$ cat config.mk
export PLATFORM = sky130hd
export DESIGN_NAME = ifid_stage
export DESIGN_NICKNAME = d
export VERILOG_FILES = /design/src/source/ifid_pkg.sv /design/src/source/instr_decoder.sv /design/src/source/call_ret_stack.sv /design/src/source/idex_reg.sv /design/src/source/ifid_stage.sv
export SDC_FILE = /design/constraint.sdc
export NUM_CORES = 1
export LEC_CHECK = 0
export BUFFER_PORTS_ARGS = -buffer_cell sky130_fd_sc_hd__buf_2
export CAP_MARGIN = 20
export CORE_MARGIN = 2
export CORE_UTILIZATION = 45
export DETAILED_ROUTE_END_ITERATION = 10
export PLACE_DENSITY = 0.68
export SYNTH_ARGS = -nofsm -noshare
export SYNTH_HDL_FRONTEND = slang
export SYNTH_SLANG_ARGS = --single-unit
$ cat constraint.sdc
create_clock -name clk -period 5.1 [get_ports clk]
set_clock_uncertainty 0.1 [all_clocks]
set_input_delay 1.02 -clock clk [delete_from_list [all_inputs] [get_ports clk]]
set_output_delay 1.02 -clock clk [all_outputs]
set_load 0.03 [all_outputs]
$ cat src/source/ifid_pkg.sv
//////////////////////////////
// shared decode constants for the IF/ID stage
// rns opcodes have no entry here and decode as nop
//////////////////////////////
package ifid_pkg;

    // field widths
    localparam int INSTR_W     = 16;
    localparam int OPCODE_W    = 5;
    localparam int REG_ADDR_W  = 3;   // domain flag bit dropped
    localparam int PC_W        = 10;
    localparam int IMM_W       = 8;
    localparam int STACK_DEPTH = 4;   // return addresses held
    localparam int STACK_CNT_W = $clog2(STACK_DEPTH + 1);

    //////////////////////////////
    // opcodes, original encodings
    //////////////////////////////
    localparam logic [OPCODE_W-1:0] OP_NOP    = 5'd0;
    localparam logic [OPCODE_W-1:0] OP_ADD    = 5'd1;
    localparam logic [OPCODE_W-1:0] OP_SUB    = 5'd2;
    localparam logic [OPCODE_W-1:0] OP_AND    = 5'd3;
    localparam logic [OPCODE_W-1:0] OP_OR     = 5'd4;
    localparam logic [OPCODE_W-1:0] OP_NOT    = 5'd5;
    localparam logic [OPCODE_W-1:0] OP_SHL    = 5'd6;
    localparam logic [OPCODE_W-1:0] OP_JMP    = 5'd7;
    localparam logic [OPCODE_W-1:0] OP_RLOAD  = 5'd8;
    localparam logic [OPCODE_W-1:0] OP_RSTORE = 5'd9;
    localparam logic [OPCODE_W-1:0] OP_ANDBIT = 5'd10;
    localparam logic [OPCODE_W-1:0] OP_ORBIT  = 5'd11;
    localparam logic [OPCODE_W-1:0] OP_NOTBIT = 5'd12;
    localparam logic [OPCODE_W-1:0] OP_CMP    = 5'd13;
    localparam logic [OPCODE_W-1:0] OP_JGT    = 5'd14;
    localparam logic [OPCODE_W-1:0] OP_JLT    = 5'd15;
    localparam logic [OPCODE_W-1:0] OP_JEQ    = 5'd16;
    localparam logic [OPCODE_W-1:0] OP_JC     = 5'd17;
    localparam logic [OPCODE_W-1:0] OP_LDI    = 5'd18;
    localparam logic [OPCODE_W-1:0] OP_OUT    = 5'd26;
    localparam logic [OPCODE_W-1:0] OP_IN     = 5'd27;
    localparam logic [OPCODE_W-1:0] OP_CALL   = 5'd30;
    localparam logic [OPCODE_W-1:0] OP_RET    = 5'd31;

    //////////////////////////////
    // control word bit positions
    //////////////////////////////
    localparam int CTRL_W     = 24;
    localparam int C_ADD      = 0;
    localparam int C_OR_L     = 1;    // logical or
    localparam int C_NOT_L    = 2;
    localparam int C_AND_B    = 3;    // bitwise and
    localparam int C_OR_B     = 4;
    localparam int C_NOT_B    = 5;
    localparam int C_AND_L    = 6;
    localparam int C_CARRY_IN = 7;
    localparam int C_OP2_CPL  = 8;    // complement op2, with carry_in gives subtract
    localparam int C_JUMP     = 9;
    localparam int C_COMPARE  = 10;
    localparam int C_SHL      = 11;
    localparam int C_LOGIC    = 12;   // logical or bitwise result select
    localparam int C_STORE    = 13;
    localparam int C_LOAD     = 14;
    localparam int C_WR_REG   = 15;
    localparam int C_JGT      = 16;
    localparam int C_JLT      = 17;
    localparam int C_JEQ      = 18;
    localparam int C_JC       = 19;
    localparam int C_UNCOND   = 20;
    localparam int C_LD_IMM   = 21;
    localparam int C_OUT_OP   = 22;
    localparam int C_IN_OP    = 23;

    // one instruction word, three views
    typedef union packed {
        struct packed {
            logic [OPCODE_W-1:0]   opcode;
            logic [REG_ADDR_W-1:0] rd;
            logic [3:0]            rs2;    // bit 3 is the old domain flag
            logic [3:0]            rs1;
        } r;
        struct packed {
            logic [OPCODE_W-1:0]   opcode;
            logic [REG_ADDR_W-1:0] rd;
            logic [IMM_W-1:0]      imm;    // also the port number for in/out
        } i;
        struct packed {
            logic [OPCODE_W-1:0]   opcode;
            logic                  spare;
            logic [PC_W-1:0]       target;
        } b;
    } instr_t;

endpackage

$ cat src/source/instr_decoder.sv
//////////////////////////////
// combinational opcode decode, no state
// push and pop requests are already gated by squash
//////////////////////////////
module instr_decoder import ifid_pkg::*; (
    input  instr_t                instr,
    input  logic [PC_W-1:0]       pc,
    input  logic                  branch_taken_ex,   // level from execute
    input  logic [PC_W-1:0]       top_addr,          // top of return stack
    input  logic                  empty,
    output logic [CTRL_W-1:0]     ctrl,
    output logic [IMM_W-1:0]      imm,
    output logic [REG_ADDR_W-1:0] rs1,
    output logic [REG_ADDR_W-1:0] rs2,
    output logic [REG_ADDR_W-1:0] rs3,
    output logic [REG_ADDR_W-1:0] rd,
    output logic [PC_W-1:0]       next_pc,
    output logic                  squash,
    output logic                  push_req,
    output logic                  pop_req,
    output logic [PC_W-1:0]       push_addr
);

    logic use_rs12;   // op reads rs1 and rs2
    logic use_rs3;    // op reads rd as a source
    logic no_rd;      // rd field is not a destination
    logic is_call;
    logic is_ret;

    //////////////////////////////
    // flag table
    //////////////////////////////
    always_comb
    begin
        ctrl     = '0;
        use_rs12 = 1'b0;
        use_rs3  = 1'b0;
        no_rd    = 1'b0;
        is_call  = 1'b0;
        is_ret   = 1'b0;
        case (instr.r.opcode)
            OP_NOP: ;
            OP_ADD:
            begin
                ctrl[C_ADD]    = 1'b1;
                ctrl[C_WR_REG] = 1'b1;
                use_rs12       = 1'b1;
            end
            OP_SUB, OP_CMP:
            begin
                ctrl[C_ADD]      = 1'b1;
                ctrl[C_CARRY_IN] = 1'b1;   // two's complement subtract
                ctrl[C_OP2_CPL]  = 1'b1;
                ctrl[C_WR_REG]   = (instr.r.opcode == OP_SUB);   // cmp only sets flags
                ctrl[C_COMPARE]  = (instr.r.opcode == OP_CMP);
                use_rs12         = 1'b1;
            end
            OP_AND, OP_OR, OP_NOT, OP_ANDBIT, OP_ORBIT, OP_NOTBIT:
            begin
                ctrl[C_AND_L]  = (instr.r.opcode == OP_AND);
                ctrl[C_OR_L]   = (instr.r.opcode == OP_OR);
                ctrl[C_NOT_L]  = (instr.r.opcode == OP_NOT);
                ctrl[C_AND_B]  = (instr.r.opcode == OP_ANDBIT);
                ctrl[C_OR_B]   = (instr.r.opcode == OP_ORBIT);
                ctrl[C_NOT_B]  = (instr.r.opcode == OP_NOTBIT);
                ctrl[C_LOGIC]  = 1'b1;
                ctrl[C_WR_REG] = 1'b1;
                use_rs12       = 1'b1;
            end
            OP_SHL:
            begin
                ctrl[C_SHL]    = 1'b1;
                ctrl[C_WR_REG] = 1'b1;
                use_rs12       = 1'b1;
            end
            OP_RLOAD:
            begin
                ctrl[C_LOAD]   = 1'b1;
                ctrl[C_WR_REG] = 1'b1;
                use_rs12       = 1'b1;   // rs1/rs2 hold the memory address bytes
            end
            OP_RSTORE:
            begin
                ctrl[C_STORE] = 1'b1;
                use_rs12      = 1'b1;
                use_rs3       = 1'b1;    // rd field is the data source here
                no_rd         = 1'b1;
            end
            OP_JMP, OP_JGT, OP_JLT, OP_JEQ, OP_JC:
            begin
                ctrl[C_JUMP]   = 1'b1;
                ctrl[C_UNCOND] = (instr.r.opcode == OP_JMP);
                ctrl[C_JGT]    = (instr.r.opcode == OP_JGT);
                ctrl[C_JLT]    = (instr.r.opcode == OP_JLT);
                ctrl[C_JEQ]    = (instr.r.opcode == OP_JEQ);
                ctrl[C_JC]     = (instr.r.opcode == OP_JC);
                no_rd          = 1'b1;   // rd bits belong to the target
            end
            OP_LDI:
            begin
                ctrl[C_LD_IMM] = 1'b1;
                ctrl[C_WR_REG] = 1'b1;
            end
            OP_OUT:
            begin
                ctrl[C_OUT_OP] = 1'b1;
                use_rs3        = 1'b1;   // register sent to the port
            end
            OP_IN:
            begin
                ctrl[C_IN_OP]  = 1'b1;
                ctrl[C_WR_REG] = 1'b1;
            end
            OP_CALL:
            begin
                ctrl[C_JUMP]   = 1'b1;   // a jmp that also pushes pc
                ctrl[C_UNCOND] = 1'b1;
                no_rd          = 1'b1;
                is_call        = 1'b1;
            end
            OP_RET:
            begin
                ctrl[C_UNCOND] = 1'b1;
                no_rd          = 1'b1;
                is_ret         = 1'b1;
            end
            default: ;   // rns and unused codes, nop
        endcase
    end

    // operand addresses, zero when not read
    assign rs1 = use_rs12 ? instr.r.rs1[REG_ADDR_W-1:0] : '0;
    assign rs2 = use_rs12 ? instr.r.rs2[REG_ADDR_W-1:0] : '0;
    assign rs3 = use_rs3 ? instr.r.rd : '0;
    assign rd  = no_rd ? '0 : instr.r.rd;
    assign imm = instr.i.imm;

    // return target falls back to 0 on an empty stack
    assign next_pc = is_ret ? (empty ? '0 : top_addr) : instr.b.target;

    assign squash    = branch_taken_ex;
    assign push_req  = is_call && !branch_taken_ex;
    assign pop_req   = is_ret && !branch_taken_ex;
    assign push_addr = pc;   // call returns to its own pc

endmodule

$ cat src/source/call_ret_stack.sv
//////////////////////////////
// return address stack with entry 0 as the top
// a push when full drops the oldest, a pop when empty is ignored
//////////////////////////////
module call_ret_stack import ifid_pkg::*; (
    input  logic            clk,
    input  logic            rst,
    input  logic            fire,        // accept edge from idex_reg
    input  logic            push_req,
    input  logic            pop_req,
    input  logic [PC_W-1:0] push_addr,
    output logic [PC_W-1:0] top_addr,
    output logic            empty
);

    logic [PC_W-1:0]        entry [STACK_DEPTH];
    logic [STACK_CNT_W-1:0] count;
    logic                   full;

    assign full     = (count == STACK_CNT_W'(STACK_DEPTH));
    assign empty    = (count == '0);
    assign top_addr = entry[0];

    // entries shift on push and pop
    always_ff @(posedge clk)
    begin
        if (fire && push_req)
        begin
            entry[0] <= push_addr;
            for (int k = 1; k < STACK_DEPTH; k++)
            begin
                entry[k] <= entry[k-1];   // last entry falls off when full
            end
        end
        else if (fire && pop_req && !empty)
        begin
            for (int k = 0; k < STACK_DEPTH - 1; k++)
            begin
                entry[k] <= entry[k+1];
            end
        end
    end

    // occupancy count saturates at depth
    always_ff @(posedge clk)
    begin
        if (rst)
        begin
            count <= '0;
        end
        else if (fire && push_req && !full)
        begin
            count <= count + 1'b1;
        end
        else if (fire && pop_req && !empty)
        begin
            count <= count - 1'b1;
        end
    end

endmodule

$ cat src/source/idex_reg.sv
//////////////////////////////
// single ID/EX register, one entry
// payload loads only on fire and holds while stalled
//////////////////////////////
module idex_reg import ifid_pkg::*; (
    input  logic                  clk,
    input  logic                  rst,
    input  logic                  in_valid,
    output logic                  in_ready,
    output logic                  fire,
    input  logic [CTRL_W-1:0]     ctrl,
    input  logic [IMM_W-1:0]      imm,
    input  logic [REG_ADDR_W-1:0] rs1,
    input  logic [REG_ADDR_W-1:0] rs2,
    input  logic [REG_ADDR_W-1:0] rs3,
    input  logic [REG_ADDR_W-1:0] rd,
    input  logic [PC_W-1:0]       next_pc,
    input  logic [PC_W-1:0]       pc,
    input  logic                  squash,
    output logic                  out_valid,
    input  logic                  out_ready,
    output logic [CTRL_W-1:0]     out_ctrl,
    output logic [IMM_W-1:0]      out_imm,
    output logic [REG_ADDR_W-1:0] out_rs1,
    output logic [REG_ADDR_W-1:0] out_rs2,
    output logic [REG_ADDR_W-1:0] out_rs3,
    output logic [REG_ADDR_W-1:0] out_rd,
    output logic [PC_W-1:0]       out_next_pc,
    output logic [PC_W-1:0]       out_pc,
    output logic                  out_squash
);

    // free slot, or the held item leaves this edge
    assign in_ready = !out_valid || out_ready;
    assign fire     = in_valid && in_ready;

    always_ff @(posedge clk)
    begin
        if (rst)
        begin
            out_valid <= 1'b0;
        end
        else if (in_ready)
        begin
            out_valid <= in_valid;   // drains to 0 with no new item
        end
    end

    //////////////////////////////
    // payload
    //////////////////////////////
    always_ff @(posedge clk)
    begin
        if (fire)
        begin
            out_ctrl    <= ctrl;
            out_imm     <= imm;
            out_rs1     <= rs1;
            out_rs2     <= rs2;
            out_rs3     <= rs3;
            out_rd      <= rd;
            out_next_pc <= next_pc;
            out_pc      <= pc;
            out_squash  <= squash;
        end
    end

endmodule

$ cat src/source/ifid_stage.sv
//////////////////////////////
// instruction decode stage top, one cycle latency
// branch_taken_ex is sampled with the accepted instruction
//////////////////////////////
module ifid_stage import ifid_pkg::*; (
    input  logic                  clk,
    input  logic                  rst,
    input  logic                  in_valid,
    output logic                  in_ready,
    input  instr_t                in_instr,
    input  logic [PC_W-1:0]       in_pc,
    input  logic                  branch_taken_ex,
    output logic                  out_valid,
    input  logic                  out_ready,
    output logic [CTRL_W-1:0]     out_ctrl,
    output logic [IMM_W-1:0]      out_imm,
    output logic [REG_ADDR_W-1:0] out_rs1,
    output logic [REG_ADDR_W-1:0] out_rs2,
    output logic [REG_ADDR_W-1:0] out_rs3,
    output logic [REG_ADDR_W-1:0] out_rd,
    output logic [PC_W-1:0]       out_next_pc,
    output logic [PC_W-1:0]       out_pc,
    output logic                  out_squash
);

    // decoder outputs
    logic [CTRL_W-1:0]     dec_ctrl;
    logic [IMM_W-1:0]      dec_imm;
    logic [REG_ADDR_W-1:0] dec_rs1;
    logic [REG_ADDR_W-1:0] dec_rs2;
    logic [REG_ADDR_W-1:0] dec_rs3;
    logic [REG_ADDR_W-1:0] dec_rd;
    logic [PC_W-1:0]       dec_next_pc;
    logic                  dec_squash;
    // stack side
    logic                  push_req;
    logic                  pop_req;
    logic [PC_W-1:0]       push_addr;
    logic [PC_W-1:0]       top_addr;
    logic                  stack_empty;
    logic                  fire;

    instr_decoder dec_i (
        .instr           (in_instr),
        .pc              (in_pc),
        .branch_taken_ex (branch_taken_ex),
        .top_addr        (top_addr),
        .empty           (stack_empty),
        .ctrl            (dec_ctrl),
        .imm             (dec_imm),
        .rs1             (dec_rs1),
        .rs2             (dec_rs2),
        .rs3             (dec_rs3),
        .rd              (dec_rd),
        .next_pc         (dec_next_pc),
        .squash          (dec_squash),
        .push_req        (push_req),
        .pop_req         (pop_req),
        .push_addr       (push_addr)
    );

    call_ret_stack stack_i (
        .clk       (clk),
        .rst       (rst),
        .fire      (fire),        // stack moves only with an accepted instruction
        .push_req  (push_req),
        .pop_req   (pop_req),
        .push_addr (push_addr),
        .top_addr  (top_addr),
        .empty     (stack_empty)
    );

    idex_reg reg_i (
        .clk         (clk),
        .rst         (rst),
        .in_valid    (in_valid),
        .in_ready    (in_ready),
        .fire        (fire),
        .ctrl        (dec_ctrl),
        .imm         (dec_imm),
        .rs1         (dec_rs1),
        .rs2         (dec_rs2),
        .rs3         (dec_rs3),
        .rd          (dec_rd),
        .next_pc     (dec_next_pc),
        .pc          (in_pc),
        .squash      (dec_squash),
        .out_valid   (out_valid),
        .out_ready   (out_ready),
        .out_ctrl    (out_ctrl),
        .out_imm     (out_imm),
        .out_rs1     (out_rs1),
        .out_rs2     (out_rs2),
        .out_rs3     (out_rs3),
        .out_rd      (out_rd),
        .out_next_pc (out_next_pc),
        .out_pc      (out_pc),
        .out_squash  (out_squash)
    );

endmodule

Word level (Yosys, flattened, before mapping)
Memory sizes are Yosys's and may differ from the RTL's.
Index checks and enable logic that the tools add are counted.
{"block": "classes", "addsub": 2, "n_eq_ne": 23, "muxes": 29, "bitwise_logic": 3, "reduce_logical": 24}
{"cell": "10-bit two-way mux", "n": 5}
{"cell": "5-bit by 4-bit equality test with 1-bit output (second input constant)", "n": 8}
{"cell": "5-bit equality test (second input constant)", "n": 7}
{"cell": "5-bit by 3-bit equality test with 1-bit output (second input constant)", "n": 4}
{"cell": "1-bit two-way mux", "n": 19}
{"cell": "12-bit OR reduction", "n": 1}
{"cell": "6-bit OR reduction", "n": 2}
{"cell": "11-bit OR reduction", "n": 1}
{"cell": "5-bit by 2-bit equality test with 1-bit output (second input constant)", "n": 2}
{"cell": "8-bit OR reduction", "n": 1}
{"cell": "1-bit logical AND", "n": 7}
{"cell": "3-bit two-way mux", "n": 2}
{"cell": "2-bit OR reduction", "n": 3}
{"cell": "5-bit by 1-bit equality test with 1-bit output (second input constant)", "n": 1}
{"cell": "5-bit OR reduction", "n": 1}
{"cell": "1-bit logical NOT", "n": 4}
{"cell": "1-bit one-hot mux with 2 select lines", "n": 2}
{"cell": "3-bit by 1-bit adder with 3-bit output (second input constant)", "n": 1}
{"cell": "3-bit equality test (second input constant)", "n": 1}
{"cell": "3-bit logical NOT", "n": 1}
{"cell": "1-bit OR", "n": 3}
{"cell": "3-bit OR reduction", "n": 1}
{"cell": "3-bit by 1-bit subtractor with 3-bit output (second input constant)", "n": 1}
{"cell": "2-bit two-way mux", "n": 1}
{"cell": "other kinds (2)", "n": 2}
{"block": "word_totals", "ff_bits": 69, "ram_bits": 40, "out_inout_bits": 67, "elab_cells": 96, "mem_count": 1}
{"memory": "stack_i.entry", "words": 4, "width": 10, "rd": 4, "rd_ports_with_merged_regs": 0, "wr": 4, "line_no": "call_ret_stack.sv:16", "source": "logic [PC_W-1:0] entry [STACK_DEPTH];"}

Longest topological paths before layout
Gate-level depths: netlist of the first run.
{"block": "depth", "ltp_word": 9, "depth_mapped": 10, "mapped_depth_nobuf": 10}

Modules after synthesis
From an unflattened synthesis of the first run, not the netlist that was laid out.
{"block": "hier_totals", "hier_cells": 310, "area_unflattened_um2": 4639.4}
{"module": "idex_reg", "instances": 1, "cells_each": 70, "area_per_inst_um2": 2006.9, "seq_area_each_um2": 1971.9}
{"module": "call_ret_stack", "instances": 1, "cells_each": 100, "area_per_inst_um2": 1795.5, "seq_area_each_um2": 1261.2}
{"module": "instr_decoder", "instances": 1, "cells_each": 140, "area_per_inst_um2": 837.1, "seq_area_each_um2": 0.0}

Worst setup path after synthesis of the first run
OpenSTA, ideal clock, no wires.
{"block": "synth_path", "path_kind": "input to register", "start": "input in_instr[13] (netlist name)", "end": "register stack_i.count[2]", "arrival_ns": 3.872, "t_required_ns": 4.940, "path_slack_ns": 1.068, "stages": 10, "path_cell_list": "buf_4 > clkbuf_1 > inv_1 > nor4_1 > nand2_1 > fa_1 > nor2b_1 > o21ai_0 > a21oi_1 > o211a_1"}
{"block": "synth_between", "elab_chain_len": 6, "word_cells_on_any_way": 12}
{"item": "from (decl)", "line_no": "ifid_stage.sv:10", "source": "input instr_t in_instr,"}
{"item": "5-bit equality test", "line_no": "instr_decoder.sv:41", "source": "case (instr.r.opcode)"}
{"item": "1-bit two-way mux", "line_no": "instr_decoder.sv:41"}
{"item": "1-bit logical AND (on tied branches)", "line_no": "instr_decoder.sv:142, instr_decoder.sv:143"}
{"item": "1-bit logical AND (on tied branches) (2 in series)", "line_no": "call_ret_stack.sv:51, call_ret_stack.sv:55"}
{"item": "3-bit two-way mux / 2-bit nonzero test (equally long branches)"}
{"item": "to (signal assigned)", "line_no": "call_ret_stack.sv:53", "source": "count <= count + 1'b1;"}
{"item": "to (signal assigned)", "line_no": "call_ret_stack.sv:57", "source": "count <= count - 1'b1;"}
{"item": "to (decl)", "line_no": "call_ret_stack.sv:17", "source": "logic [STACK_CNT_W-1:0] count;"}
Parallel ways exist; a longest one is shown, timed or not.
A chain may end at the register's enable or synchronous reset.

==> results.txt, run 1 <==
- The run finished with clean final reports.
* Cell Rows: 36
- Number of antenna-violating nets in the routed design: 0
- Leading cell type by number of instances after synthesis: edfxtp_1
- Worst-case register-to-register setup slack: 2.55 ns
* Fraction of layout cells with a size suffix above 1: 0.378
* Category of the worst setup path launch point: input pin
- Buffers added to address setup during post-CTS repair amount to 0.
- Worst Reg2Reg Path Length in Cells: 11
- TritonCTS created 9 clock buffers.
* Lkg Pwr: 2.11 nW
* Max Fanout on Critical Path: 30
* Share of the yosys chip area belonging to registers: 0.713
* Via count of the first global-routing pass: 2416
* Synthesis-to-layout area growth: 17.4%
- Entering global routing, the biggest net connects 54 pins.
* Die Ht: 104 µm
- For this run, the total global-route usage over all layers was measured as 0.157.
* Antenna violations before repair: 0
- Setup Total Neg Slack: 0 ns
- Unrepaired setup endpoints after global routing: no
* CP arrival: 3.21 ns
* Cell family with the largest share of critical-path delay: simple AND/OR/NAND/NOR gates
- The multi-input combinational cells in the finished layout cover a total of 1180 µm².
* Number of buffers on the longest clock path: 2
* Crit-path cells: buf_2 -> and3_1 -> nand3_1 -> or3b_4 -> mux2_4
* Antenna Cells: 0
- Buffers on Ports: 97
- Counting buffers and inverters, the worst setup path is 5 cells deep.
- Horiz. Die Dim: 104 µm
- Critical path's slowest cell: or3b_4
- In this run the critical register-to-register path is launched from reg_i.out_valid.
- IO Count: 98
* Area of placed instances: 5080 µm²
- Drc violations: 0
* CTS sink count: 108
- The endpoint identified for the worst register-to-register timing path is stack_i.count[2].
- The first routing iteration left 151 violations.
- In the synthesized netlist the async set-or-reset flop fraction comes to 0.
* First-pass DRT Iterations: 4
* Critical path required time: 5.13 ns
* Power Density: 323 nW/µm²
- Fill cells in the final layout number 815.
- In the final routed layout, each cell accounts on average for 15.5 µm.
- The routed design could run at a clock period as short as 3.18 ns.
- Kind of path behind the tightest hold check: reg -> reg
* Distinct cell type count of the synthesized netlist: 38
- Aggregate routed wire length: 8.16 mm
* Number of synthesized register bits: 108
* Syn_nets: 327
- Across the whole layout, storage elements account for 3200 µm².
* Clock slew at the register clock pins of the worst setup and hold paths: 0.10 ns
- The count of endpoints failing hold in the final timing report is 0.
* CP bufs+invs: 1
* Final setup violation count: 0
- The die covers 10800 µm².
* Top cells by area, synth: edfxtp_1 (70%), mux2_4 (10%), nand2_1 (2.5%)
- At the pin with the least slew margin, the transition time is 0.698 ns.
- Floorplan Core Area: 9730 µm²
- Synth top area share: 0.696
- By startpoint and endpoint, the worst setup path is classified as in -> reg.
* Routability Congestion: 0.761
- Area of the mapped netlist: 4490 µm²
- Static timing analysis puts the maximum clock frequency at 0.314 GHz.
* Global-route wire length before repair: 13.3 mm
- Non-Filler Cell Area, Final: 5270 µm²
- The count of pins over their slew limit was 0.
- Clock latency on the worst-skew pair, taken at its later pin, is 0.37 ns.
* HPWL after detailed placement: 5.55 mm
- The critical path starts at in_instr[14].
* Number of hold-repair buffers added at the cts stage: 0
* Number of H-tree levels: 3
- Synthesis handed over a netlist of 295 instances.
- Final period utilization: 0.624
- Max Cap Viol: 0
- During synthesis, Yosys emitted a total of 0 warnings.
* Vias per std cell: 5.02
- The completed layout was analyzed and its total power is 1.70 mW.
* Critical path capture point: stack_i.entry[1][6]
- Effective utilization at floorplan: 0.461
- STA classifies the critical path endpoint as a register.
- Dividing the synthesized area by the synthesized cell count gives 15.2 µm².
* Layout Nets: 421
* Number of gates resized after CTS: 0
- Relative max-transition margin: 0.528
- By count the netlist is led by edfxtp_1 (104), mux2_4 (30), nand2_1 (30), nor2_1 (23), o21ai_0 (15).
* Post-synth top flop: edfxtp_1
- Post-synth EDFFs: 104
* Via count: 2643
- The total overflow left after global routing is 0.
- TritonCTS built the clock tree.
* Worst vdd ir: 0.114 mV
- The tree is rooted in a clkbuf_8.
- Yosys top cell by area: edfxtp_1
- Biggest cell delay along the critical path: 0.81 ns
per-layer routing:
layer,vias up,wire [µm],global-route usage,share of wire
met3,7,423,0.0370,0.052
met1,1273,3950,0.234,0.48
met2,87,3680,0.222,0.45
met5,-,0,0,0
li1,1276,-,-,-
met4,0,110,0.0666,0.013
worst min-delay path by stage:
| stage | endpoint | cells after the start | startpoint | slack [ns] |
|---|---|---|---|---|
| floorplan | stack_i.entry[3][0] | 0 | stack_i.entry[2][0] | 0.33 |
| global placement | stack_i.entry[3][9] | 0 | stack_i.entry[2][9] | 0.36 |
| detailed placement | stack_i.entry[3][9] | 0 | stack_i.entry[2][9] | 0.35 |
| CTS | stack_i.entry[3][1] | 0 | stack_i.entry[2][1] | 0.38 |
| global route | stack_i.entry[3][3] | 0 | stack_i.entry[2][3] | 0.41 |
| finish | stack_i.entry[3][1] | 0 | stack_i.entry[2][1] | 0.38 |
worst register-to-register path, cell delays in order (launching register included):
cell and delay (ns):
dfxtp_1 0.31, nor2b_1 0.15, inv_1 0.08, nand3b_1 0.16, nor4_2 0.28, buf_4 0.25, nand2_1 0.10, fa_1 0.47
nor2b_1 0.18, o21ai_0 0.13, a21oi_1 0.13, o211a_1 0.14
flip-flops by register name, indices dropped and copies added (netlist names), 8 cells and up:
name and cells:
reg_i.out_next_pc 10, stack_i.entry 40, reg_i.out_ctrl 23, reg_i.out_imm 8
reg_i.out_pc 10
report_power, final:
group | switching [mW] | internal, mW | leakage, nW | total [mW]
clock network | 0.282 | 0.227 | 0.0943 | 0.510
registers | 0.00789 | 1.01 | 1.02 | 1.01
logic | 0.127 | 0.0494 | 0.990 | 0.177
metrics by stage:
| stage | instances | setup slack [ns] | hold slack [ns] | utilization |
|---|---|---|---|---|
| 5_1_grt | 527 | 1.74 | 0.405 | 0.542 |
| 3_5_place_dp | 511 | 1.54 | 0.345 | 0.522 |
| 2_1_floorplan | 295 | 1.07 | 0.327 | - |
| 6_report | 527 | 1.92 | 0.381 | 0.542 |
| 3_3_place_gp | 511 | 1.59 | 0.358 | 0.522 |
| 4_1_cts | 527 | 1.95 | 0.383 | 0.542 |
layout make-up:
class / count / share of cell area
Tap cell: 133 / 0.0316
Clock inverter: 6 / 0.0121
Clock buffer: 10 / 0.0242
Multi-Input combinational cell: 165 / 0.224
Sequential cell: 108 / 0.608
Inverter: 5 / 0.00356
Timing Repair Buffer: 100 / 0.0964
cells by family after synthesis:
logic type | after synthesis | synth area share
DFF | 108 | 0.713
and+or+nand+nor | 99 | 0.108
adders and majority gates | 1 | 0.00446
xor gates and xnor gates | 1 | 0.00195
muxes | 32 | 0.105
AOI/OAI and AO/OA | 32 | 0.0418
buffers and inverters | 22 | 0.0256
placed cells by master (no fill, tap or decap), drive strengths merged, types with 2 or more instances in the layout:
master	synthesis	layout
a21oi	7	7
a31oi	2	2
and2	13	13
and3	2	2
buf	10	100
clkbuf	7	10
clkinv	0	3
dfxtp	4	4
edfxtp	104	104
inv	5	6
mux2	30	30
mux2i	2	2
nand2	30	30
nand2b	5	5
nand3	3	3
nor2	23	23
nor2b	3	3
nor3	9	9
nor4	3	3
o211ai	2	2
o21ai	15	15
or3	2	2
or3b	2	2
(Power assumes the default switching activity.)
==> inputs of run 2 (changes only) <==
--- a/config.mk
+++ b/config.mk
@@ -10,7 +10,7 @@
 export CORE_MARGIN = 2
 export CORE_UTILIZATION = 45
 export DETAILED_ROUTE_END_ITERATION = 10
-export PLACE_DENSITY = 0.68
+export PLACE_DENSITY = 0.71
 export SYNTH_ARGS = -nofsm -noshare
 export SYNTH_HDL_FRONTEND = slang
 export SYNTH_SLANG_ARGS = --single-unit
==> constraint.sdc (replaced) <==
create_clock -name clk -period 2.68 [get_ports clk]
set_clock_uncertainty 0.1 [all_clocks]
set_input_delay 0.536 -clock clk [delete_from_list [all_inputs] [get_ports clk]]
set_output_delay 0.536 -clock clk [all_outputs]
set_load 0.03 [all_outputs]
==> results.txt, run 2 (synthesis gave the netlist of run 1 again) <==
- Number of gates resized after CTS: 0 (unchanged)
* Power Density: 612 nW/µm² (+90%)
* CTS sink count: 108 (unchanged)
- Cell Rows: 36 (unchanged)
* Category of the worst setup path launch point: register
* Slew Limit Fails: 0 (unchanged)
- The routed via count came to 2614 (-1.1%).
* Die Ht: 104 µm (unchanged)
- The final number of setup-violating endpoints is 0 (unchanged).
* Layout Nets: 431 (+2.4%)
* Drc violations: 0 (unchanged)
* Max Cap Viol: 0 (unchanged)
- Via count of the first global-routing pass: 2500 (+3.5%)
- The total wirelength of the detailed-routed design came to 8.22 mm (+0.74%).
* Cell Count Post-Placement: 521 (+2.0%)
* Commonest non-fill, non-tap cell in the layout: edfxtp_1
* Unrepaired setup endpoints after global routing: no
- Highest clock rate: 0.431 GHz
- The top fanout value on the critical path is 3 (-90%).
- The area used by sequential logic in the layout was 3200 µm² (unchanged).
- Biggest registers after layout: stack_i.entry: 40 flops, reg_i.out_ctrl: 23 flops
- Number of buffers on the longest clock path: 2 (unchanged)
- FILL cells: 832 (+2.1%)
* Pin count of the biggest net entering global routing: 40 (-26%)
* Register bank with the most flops: stack_i.entry
- CTS placed an instance of clkbuf_8 at the clock tree root.
- In the layout the commonest cells are edfxtp_1 (104), buf_2 (97), nand2_1 (30), mux2_4 (30), nor2_1 (22).
- The via count normalized by instance count came to 4.87 (-2.9%).
- Number of buffers inserted by post-CTS setup repair: 0 (unchanged)
* Number of CTS-inserted buffers: 9 (unchanged)
- Of the available clock period, the critical path in the final layout requires 0.865.
- The total die area is 10800 µm² (unchanged).
- Transition at the pin with the smallest max-transition slack: 0.641 ns (-0.0577 ns)
* CTS tree: done
- WL per Instance: 15.3 µm (-1.1%)
- The signal arrival time at the worst endpoint is 2.53 ns (-0.68 ns).
- First-pass DRT Iterations: 4 (unchanged)
- Min cycle time layout: 2.32 ns
* Lkg Pwr: 2.17 nW (+2.9%)
- The count of endpoints failing hold in the final timing report is 0 (unchanged).
* Buffers on Ports: 97 (unchanged)
* Critical path required time: 2.90 ns (-2.23 ns)
- Violation count after the first detailed-routing iteration: 123 (-19%)
- Synthesis-to-layout area growth: 19.8%
- The initial antenna violation count came to 0 (unchanged).
- The tightest slew margin relative to the limit was 0.573 (+0.0450).
- Critical path's slowest cell: fa_1
- The number of flip-flops under the largest register name is 40 (unchanged).
- Number of antenna-violating nets in the routed design: 0 (unchanged)
- The global-route wire length before repair was 13.2 mm (-0.57%).
- Clock slew at the register clock pins of the worst setup and hold paths: 0.11 ns (about the same)
- The worst setup path is captured at a register.
- Cell Count, Final, Fillers Out: 537 (+1.9%)
- Result of the run: completed
- The global placer's final weighted congestion is 0.783 (+2.9%).
- Antenna Cells: 0 (unchanged)
- The worst supply voltage drop on vdd is 0.223 mV (+94%).
- The overall overflow remaining after global route came to 0 (unchanged).
- The area of the multi-input gates is 1190 µm² (+0.74%).
* Global-route usage over all layers: 0.158 (+0.000767)
- HPWL after detailed placement: 5.69 mm (+2.5%)
* IO Count: 98 (unchanged)
- Setup Total Neg Slack: 0 ns (unchanged)
* Kind of critical path: reg -> reg
- In this run the worst hold path is classified as in -> reg.
- Fraction of layout cells with a size suffix above 1: 0.401 (+0.0228)
- The initial core utilization is 0.461 (unchanged).
- The horizontal extent of the die was 104 µm (unchanged).
* Floorplan Core Area: 9730 µm² (unchanged)
- The number of buffers inserted by hold repair at cts was 0 (unchanged).
* Biggest cell delay along the critical path: 0.46 ns (-0.35 ns)
- Crit-path cells: nor2b_1 -> inv_2 -> nand3b_1 -> nor4_4 -> nand2_1 -> fa_1 -> nor2b_1 -> o21ai_0 -> a21oi_1 -> o211a_1
* Number of H-tree levels: 3 (unchanged)
* Worst skew pair latency: 0.37 ns (about the same)
- Most used cell along the critical path: nor2b_1
## run 2: layer usage
layer / vias to the layer above / part of all wire / GRT usage
li1: 1297 / - / -
met1: 1239 / 0.48 / 0.230
met2: 66 / 0.46 / 0.230
met3: 12 / 0.042 / 0.0301
met4: 0 / 0.019 / 0.0753
met5: - / 0 / 0
## run 2: critical path: cells and delay by family (launching register included)
| kind | cells | cell delay, ns |
|---|---|---|
| DFF | 1 | 0.31 |
| adders and majority gates | 1 | 0.46 |
| buffers and inverters | 1 | 0.06 |
| AOI/OAI and AO/OA | 3 | 0.43 |
| and+or+nand+nor | 5 | 0.90 |
## run 2: final cells by class
class,count,area share
sequential,108,0.595
multi-input combinational,165,0.221
timing repair buffer,110,0.111
tap,133,0.0309
clock buffer,9,0.0230
clock inverter,7,0.0153
inverter,5,0.00349
## run 2: power breakdown
group	internal [mW]	total [mW]	leakage, nW	switching [mW]
registers	1.91	1.93	1.02	0.0151
clock network	0.445	1.02	0.0980	0.571
logic	0.105	0.349	1.05	0.244
total	2.46	3.29	2.17	0.830
## run 2: worst paths after layout
kind / startpoint / cells past startpoint / slack, ns / endpoint
setup / recovery: reg_i.out_valid / 10 / 0.36 / stack_i.count[2]
hold / removal: in_pc[7] / 1 / 0.25 / reg_i.out_pc[7]
setup reg to reg: reg_i.out_valid / 10 / 0.36 / stack_i.count[2]
hold reg to reg: stack_i.entry[2][1] / 0 / 0.36 / stack_i.entry[3][1]
## run 2: per-stage QoR
step	util	instance area [µm²]	hold WS (ns)	total power, mW	worst slack, ns
floorplan	-	4510	0.327	2.20	-0.0838
global placement	0.532	5170	0.354	2.31	0.270
detailed placement	0.532	5170	0.348	2.32	0.136
CTS	0.553	5380	0.227	3.32	0.341
global route	0.553	5380	0.226	3.41	0.136
finish	0.553	5380	0.246	3.29	0.362
